===== config.mk =====
export PLATFORM = sky130hd
export DESIGN_NAME = lsu_top
export DESIGN_NICKNAME = d
export VERILOG_FILES = /design/src/hw/lsu_pkg.sv /design/src/hw/lsu_sequencer.sv /design/src/hw/lsu_load_merge.sv /design/src/hw/lsu_top.sv
export SDC_FILE = /design/constraint.sdc
export NUM_CORES = 1
export LEC_CHECK = 0
export ABC_AREA = 1
export BUFFER_PORTS_ARGS = -buffer_cell sky130_fd_sc_hd__buf_2
export CAP_MARGIN = 20
export CORE_ASPECT_RATIO = 0.8
export CORE_MARGIN = 10
export CORE_UTILIZATION = 25
export CTS_BUF_LIST = sky130_fd_sc_hd__clkbuf_2
export DETAILED_ROUTE_END_ITERATION = 8
export GPL_ROUTABILITY_DRIVEN = 1
export PLACE_DENSITY = 0.56
export REMOVE_ABC_BUFFERS = 1
export SKIP_LAST_GASP = 1
export SYNTH_ARGS = -nofsm -noshare
export SYNTH_HDL_FRONTEND = slang
export SYNTH_SLANG_ARGS = --single-unit

===== constraint.sdc =====
create_clock -name clk -period 4 [get_ports clk]
set_clock_uncertainty 0.1 [all_clocks]
set_input_delay 0.4 -clock clk [delete_from_list [all_inputs] [get_ports clk]]
set_output_delay 0.4 -clock clk [all_outputs]
set_load 0.02 [all_outputs]

===== src/hw/lsu_pkg.sv =====
package lsu_pkg;

    // Data path widths
    parameter int xlen       = 32;
    parameter int reg_addr_w = 5;
    parameter int byte_w     = 8;

    typedef enum logic [3:0] {
        NONE,
        ALU,
        LB,
        LBU,
        LH,
        LHU,
        LW,
        SB,
        SH,
        SW
    } lsu_op_e;

    typedef enum logic [1:0] {
        IDLE,
        XFER,
        FINISH
    } seq_state_e;

    // Byte transfers needed by an access, 0 for non-memory ops
    function automatic logic [2:0] bytes_of(lsu_op_e op);
        case (op)
            LB, LBU, SB: bytes_of = 3'd1;
            LH, LHU, SH: bytes_of = 3'd2;
            LW, SW:      bytes_of = 3'd4;
            default:     bytes_of = 3'd0;
        endcase
    endfunction

    function automatic logic is_load(lsu_op_e op);
        is_load = (op == LB) || (op == LBU) || (op == LH) || (op == LHU) || (op == LW);
    endfunction

    function automatic logic is_store(lsu_op_e op);
        is_store = (op == SB) || (op == SH) || (op == SW);
    endfunction

endpackage


===== src/hw/lsu_sequencer.sv =====
`timescale 1ns/100ps

module lsu_sequencer import lsu_pkg::*; #(
    parameter int ADDR_W = 32
) (
    input  logic              clk,
    input  logic              arst_n_i,

    input  lsu_op_e           op_i,
    input  logic [ADDR_W-1:0] addr_i,
    input  logic [xlen-1:0]   wdata_i,
    input  logic              wb_ack_i,

    output logic              stall_o,
    output logic              done_o,

    // Toward the load merge
    output logic              cap_o,
    output logic [1:0]        idx_o,
    output logic              last_o,

    // Wishbone classic master
    output logic              wb_cyc_o,
    output logic              wb_stb_o,
    output logic              wb_we_o,
    output logic [ADDR_W-1:0] wb_adr_o,
    output logic [byte_w-1:0] wb_dat_o
);

    seq_state_e state_q;
    seq_state_e state_d;
    logic [1:0] idx_q;
    logic [1:0] idx_d;
    logic [2:0] n_bytes;
    logic       is_mem;
    logic       in_xfer;
    logic       final_byte;

    assign n_bytes = bytes_of(op_i);
    assign is_mem  = (n_bytes != 3'd0);
    assign in_xfer = (state_q == XFER);

    // Index of the last byte is the count minus one
    assign final_byte = ({1'b0, idx_q} == (n_bytes - 3'd1));

    ////////////////////
    // State machine
    ////////////////////

    always_comb begin
        state_d = state_q;
        idx_d   = idx_q;
        case (state_q)
            IDLE, FINISH: begin
                // A new access may be presented in the result cycle
                idx_d   = 2'd0;
                state_d = is_mem ? XFER : IDLE;
            end
            XFER: begin
                if (wb_ack_i) begin
                    if (final_byte) begin
                        state_d = FINISH;
                        idx_d   = 2'd0;
                    end else begin
                        idx_d = idx_q + 2'd1;
                    end
                end
            end
            default: begin
                state_d = IDLE;
                idx_d   = 2'd0;
            end
        endcase
    end

    always_ff @(posedge clk or negedge arst_n_i) begin
        if (!arst_n_i) begin
            state_q <= IDLE;
            idx_q   <= 2'd0;
        end else begin
            state_q <= state_d;
            idx_q   <= idx_d;
        end
    end

    ////////////////////
    // Outputs
    ////////////////////

    // Held through the final ack cycle
    assign stall_o = in_xfer || is_mem;

    assign last_o = in_xfer && final_byte;
    assign done_o = last_o && wb_ack_i;
    assign cap_o  = in_xfer && wb_ack_i && is_load(op_i);
    assign idx_o  = idx_q;

    assign wb_cyc_o = in_xfer;
    assign wb_stb_o = in_xfer;
    assign wb_we_o  = in_xfer && is_store(op_i);

    // Little endian, byte k at base plus k
    assign wb_adr_o = addr_i + ADDR_W'(idx_q);
    assign wb_dat_o = wdata_i[idx_q*byte_w +: byte_w];

    ////////////////////
    // Checks
    ////////////////////

    // Strobe, cycle and address hold until the ack
    stb_held_until_ack: assert property (
        @(posedge clk) disable iff (!arst_n_i)
        (wb_stb_o && !wb_ack_i) |=> (wb_cyc_o && wb_stb_o && $stable(wb_adr_o))
    );

    idx_in_range: assert property (
        @(posedge clk) disable iff (!arst_n_i)
        in_xfer |-> ({1'b0, idx_q} < n_bytes)
    );

    // Upstream must hold the access until its last ack
    op_held_in_stall: assert property (
        @(posedge clk) disable iff (!arst_n_i)
        (stall_o && !done_o) |=> $stable(op_i)
    );

endmodule


===== src/hw/lsu_load_merge.sv =====
`timescale 1ns/100ps

module lsu_load_merge import lsu_pkg::*; (
    input  logic              clk,
    input  logic              arst_n_i,
    input  lsu_op_e           op_i,
    input  logic [byte_w-1:0] wb_dat_i,
    input  logic              cap_i,
    input  logic [1:0]        idx_i,
    input  logic              last_i,
    output logic [xlen-1:0]   word_o
);

    logic [xlen/byte_w-1:0][byte_w-1:0] hold_q;
    logic [xlen/byte_w-1:0][byte_w-1:0] merged;
    logic [xlen-1:0]                    ext;

    // Byte lanes collected so far
    always_ff @(posedge clk) begin
        if (cap_i) begin
            hold_q[idx_i] <= wb_dat_i;
        end
    end

    // Final byte is taken straight off the bus
    always_comb begin
        merged = hold_q;
        if (cap_i) begin
            merged[idx_i] = wb_dat_i;
        end
    end

    always_comb begin
        case (op_i)
            LB:      ext = {{(xlen-8){merged[0][7]}}, merged[0]};
            LBU:     ext = {{(xlen-8){1'b0}}, merged[0]};
            LH:      ext = {{(xlen-16){merged[1][7]}}, merged[1], merged[0]};
            LHU:     ext = {{(xlen-16){1'b0}}, merged[1], merged[0]};
            LW:      ext = merged;
            default: ext = '0;
        endcase
    end

    // Zero unless a load completes this cycle
    assign word_o = (cap_i && last_i) ? ext : '0;

    ////////////////////
    // Checks
    ////////////////////

    cap_only_on_load: assert property (
        @(posedge clk) disable iff (!arst_n_i)
        cap_i |-> is_load(op_i)
    );

endmodule


===== src/hw/lsu_top.sv =====
`timescale 1ns/100ps

module lsu_top import lsu_pkg::*; #(
    parameter int ADDR_W = 32
) (
    input  logic                  clk,
    input  logic                  arst_n_i,

    // Pipeline side
    input  lsu_op_e               op_i,
    input  logic [ADDR_W-1:0]     addr_i,
    input  logic [xlen-1:0]       wdata_i,
    input  logic [reg_addr_w-1:0] rd_i,
    input  logic                  rd_we_i,
    output logic                  stall_o,

    // Writeback side
    output logic                  res_valid_o,
    output logic                  res_we_o,
    output logic [reg_addr_w-1:0] res_rd_o,
    output logic [xlen-1:0]       res_data_o,

    // Wishbone byte master
    output logic                  wb_cyc_o,
    output logic                  wb_stb_o,
    output logic                  wb_we_o,
    output logic [ADDR_W-1:0]     wb_adr_o,
    output logic [byte_w-1:0]     wb_dat_o,
    input  logic [byte_w-1:0]     wb_dat_i,
    input  logic                  wb_ack_i
);

    logic       done;
    logic       cap;
    logic [1:0] idx;
    logic       last;
    logic [xlen-1:0] load_word;

    lsu_sequencer #(
        .ADDR_W (ADDR_W)
    ) u_sequencer (
        .clk      (clk),
        .arst_n_i (arst_n_i),
        .op_i     (op_i),
        .addr_i   (addr_i),
        .wdata_i  (wdata_i),
        .wb_ack_i (wb_ack_i),
        .stall_o  (stall_o),
        .done_o   (done),
        .cap_o    (cap),
        .idx_o    (idx),
        .last_o   (last),
        .wb_cyc_o (wb_cyc_o),
        .wb_stb_o (wb_stb_o),
        .wb_we_o  (wb_we_o),
        .wb_adr_o (wb_adr_o),
        .wb_dat_o (wb_dat_o)
    );

    lsu_load_merge u_load_merge (
        .clk      (clk),
        .arst_n_i (arst_n_i),
        .op_i     (op_i),
        .wb_dat_i (wb_dat_i),
        .cap_i    (cap),
        .idx_i    (idx),
        .last_i   (last),
        .word_o   (load_word)
    );

    ////////////////////
    // Writeback register
    ////////////////////

    always_ff @(posedge clk or negedge arst_n_i) begin
        if (!arst_n_i) begin
            res_valid_o <= 1'b0;
            res_we_o    <= 1'b0;
        end else begin
            res_valid_o <= done || (op_i == ALU);
            res_we_o    <= done ? is_load(op_i) : ((op_i == ALU) && rd_we_i);
        end
    end

    // Store results come out of the merge as zero
    always_ff @(posedge clk) begin
        if (done) begin
            res_data_o <= load_word;
            res_rd_o   <= rd_i;
        end else if (op_i == ALU) begin
            res_data_o <= xlen'(addr_i);
            res_rd_o   <= rd_i;
        end
    end

endmodule


==> impl_metrics.json <==
{
  "status": "complete, no violations",
  "routedWlPerCell_microns": 14.9,
  "path_max_fanout": 14,
  "cts_buffers": 9,
  "crit_path_end_kind": "output port",
  "port_buffers": 167,
  "syn2layout_area_growth_pct": 25.0,
  "cpMostUsedCell": "nor2_1",
  "power_density_nw_per_um2": 446,
  "cts_tree": "yes",
  "p_int_uw": 1610,
  "vias": 5062,
  "io-pin-count": 168,
  "synth.avg_cell_area_sq_um": 7.01,
  "dieWidth_microns": 179,
  "cap_violations": 0,
  "swShare_pct": 42.6,
  "grt_first_pass_wirelength_mm": 26.6,
  "path_class": "reg -> out",
  "seq_area_frac_synth_pct": 37.8,
  "synth_cell_types": 35,
  "final.min_clock_period_ns": 3.66,
  "sequentialPowerShare_pct": 37.9,
  "finalMaxSlewViolations": 0,
  "drive_gt1_share_pct": 24.0,
  "drt-vias-per-instance": 4.40,
  "gp_congestion": 0.913,
  "layout_common_cells": "244 x nand2_1, 167 x buf_2, 88 x inv_1",
  "timing.rr.start": "u_sequencer.idx_o[0]",
  "postRouteAntennaNets": 0,
  "overflow": 0,
  "path_clk_slew_ns": 0.22,
  "root_buffer": "clkbuf_2",
  "period_share_pct": 91.6,
  "antenna_cells": 0,
  "leakage_uw": 0.00317,
  "min_path_type": "in -> reg",
  "rsz0062_at_grt": "no",
  "die-area_sq_um": 26200,
  "worstPathRequired_ns": 3.50,
  "slew_headroom_pct": 41.9,
  "mostFrequentLayoutCell": "nand2_1",
  "drtPass1Iterations": 7,
  "yosysWarningCount": 0,
  "hold_viol": 0,
  "cts_max_path_buffers": 2,
  "nFillCells": 2213,
  "drc": 0,
  "min_from": "addr_i[0]",
  "synth_edf_count": 37,
  "cpMaxStageDelayCell": "fa_1",
  "max_stage_delay_ns": 0.50,
  "tightest_slew_ns": 0.869,
  "fmax_mhz": 273,
  "grt_usage_pct": 12.8,
  "p_switching_uw": 1200,
  "synthesis.area_sq_um": 5030,
  "comb_power_share_pct": 44.4,
  "core_sq_um": 19800,
  "dpl.hpwl_mm": 13.3,
  "grt_antenna_before_repair": 0,
  "clkPwrFrac_pct": 17.7,
  "peakVddDrop_uv": 187,
  "ys_dominant_reg_cell": "edfxtp_1",
  "ys_async_sr_fraction_pct": 8.00,
  "cts_setup_buffers": 0,
  "grt_start_max_net_pins": 36,
  "worst_hold_slack_ns": 0.0430,
  "start_util_pct": 25.4,
  "wl_mm": 17.1,
  "drtIter0Drc": 283,
  "ys_ff_latch": 75,
  "synth_cells": 718,
  "layout.nets": 975,
  "crit_start": "u_sequencer.idx_o[1]",
  "cts_sinks": 75,
  "first_global_vias": 4952,
  "rows": 46,
  "crit_arrival_ns": 3.16,
  "crit_path_start_kind": "register",
  "path_cells": "buf_4, inv_1, fa_1, nor2_1, nand2_1, nor2_1, nand3_1, nor2_1, xor2_1, buf_2",
  "worstSkewPairLatency_ns": 0.53,
  "setup_viol": 0,
  "timing.setup.tns_ns": 0,
  "die-height_microns": 147,
  "h-tree-depth": 3
}
cells by family (layout without fill, tap and decap cells):
kind of cell / Yosys count / count (layout) / synth area share [%]
and+or+nand+nor: 402 / 402 / 35.1
adders and majority gates: 9 / 9 / 2.39
DFF: 75 / 75 / 37.8
xor gates and xnor gates: 31 / 31 / 5.40
buffers and inverters: 121 / 289 / 10.8
AOI/OAI and AO/OA: 80 / 80 / 8.46
layout make-up:
type	count	area (sq um)	share of cell area, %
clock buffers	10	50.0	0.796
clock inverters	6	90.1	1.43
inverters	93	349	5.55
multi-input cells	522	2590	41.3
flip-flops and latches	75	1900	30.2
well taps	264	330	5.25
repair buffers	180	973	15.5
synthesized netlist by cell type, types with 2 or more instances:
cell type    n  share of area (%)
nand2_2      5               0.62
nand2_4      3               0.67
o21ai_0     53                5.3
a21oi_1      3               0.30
dfrtp_1      6                3.0
nor2_1      55                4.1
nor3_1      13                1.3
nand3_4      3                1.0
nor2_4       3               0.67
buf_2        6               0.60
o21ai_1     13                1.3
ha_1         8                2.0
inv_1       88                6.6
edfxtp_1    37                 22
inv_2        5               0.37
dfxtp_1     32                 13
o22ai_1      8                1.0
nand2_1    244                 18
buf_6        5                1.1
nand3_2      2               0.40
xor2_1      19                3.3
buf_4        9                1.3
xnor2_1     12                2.1
nand3_1     67                6.7
clkbuf_1     6               0.45
nand4_1      4               0.50
registers in the layout, indices dropped and copies added (netlist names):
name                 flops
res_valid_o              1
res_rd_o                 5
u_sequencer.state_q      2
res_we_o                 1
u_load_merge.hold_q     32
u_sequencer.idx_o        2
res_data_o              32
power by group through the flow:
stage	clock, uW	sequential (uW)	combinational, uW
after floorplan	0	1120	803
after global placement	0	1080	1230
after detailed placement	0	1080	1250
after CTS	514	1060	1260
after global routing	540	1080	1420
final	498	1060	1250
per-layer routing:
metal	track usage [%]	routed length [microns]	part of all wire [%]	vias to the layer above
li1	-	-	-	2609
met3	3.23	1000	5.9	11
met1	16.7	7920	46	2318
met2	21.1	8040	47	124
met4	2.06	142	0.83	0
met5	0	0	0	-
path summary, 6_finish.rpt:
check / end / slack, ns / cells after the start
max: wb_adr_o[26] / 0.34 / 10
min: res_data_o[0] / 0.04 / 3
max reg2reg: res_data_o[15] / 1.21 / 9
min reg2reg: u_load_merge.hold_q[2] / 0.42 / 2
max in group asynchronous: res_we_o / 3.54 / 2
min in group asynchronous: res_valid_o / 0.09 / 2
timing repair:
item,4_1_cts,5_1_grt
setup endpoints to repair,0,0
gates resized for setup,0,0
hold endpoints to repair,14,0
hold buffers,8,0
per-stage QoR:
| stage | setup slack (ns) | cells | power [uW] | area (sq um) | utilization, % |
|---|---|---|---|---|---|
| after floorplan | 0.141 | 690 | 1920 | 4830 | - |
| after global placement | 0.955 | 1125 | 2310 | 6040 | 30.5 |
| after detailed placement | 0.911 | 1126 | 2330 | 6070 | 30.7 |
| after CTS | 0.279 | 1150 | 2840 | 6290 | 31.8 |
| after global routing | 0.0847 | 1150 | 3040 | 6290 | 31.8 |
| final | 0.338 | 1150 | 2810 | 6290 | 31.8 |
worst max-delay path: cells and delay by family, from the launching register on:
family / cells / cell delay, ns
adders and majority gates: 1 / 0.50
buffers and inverters: 3 / 0.57
xor gates and xnor gates: 1 / 0.14
and+or+nand+nor: 5 / 1.05
DFF: 1 / 0.36
Note: power is estimated with default switching activity, not from simulation.
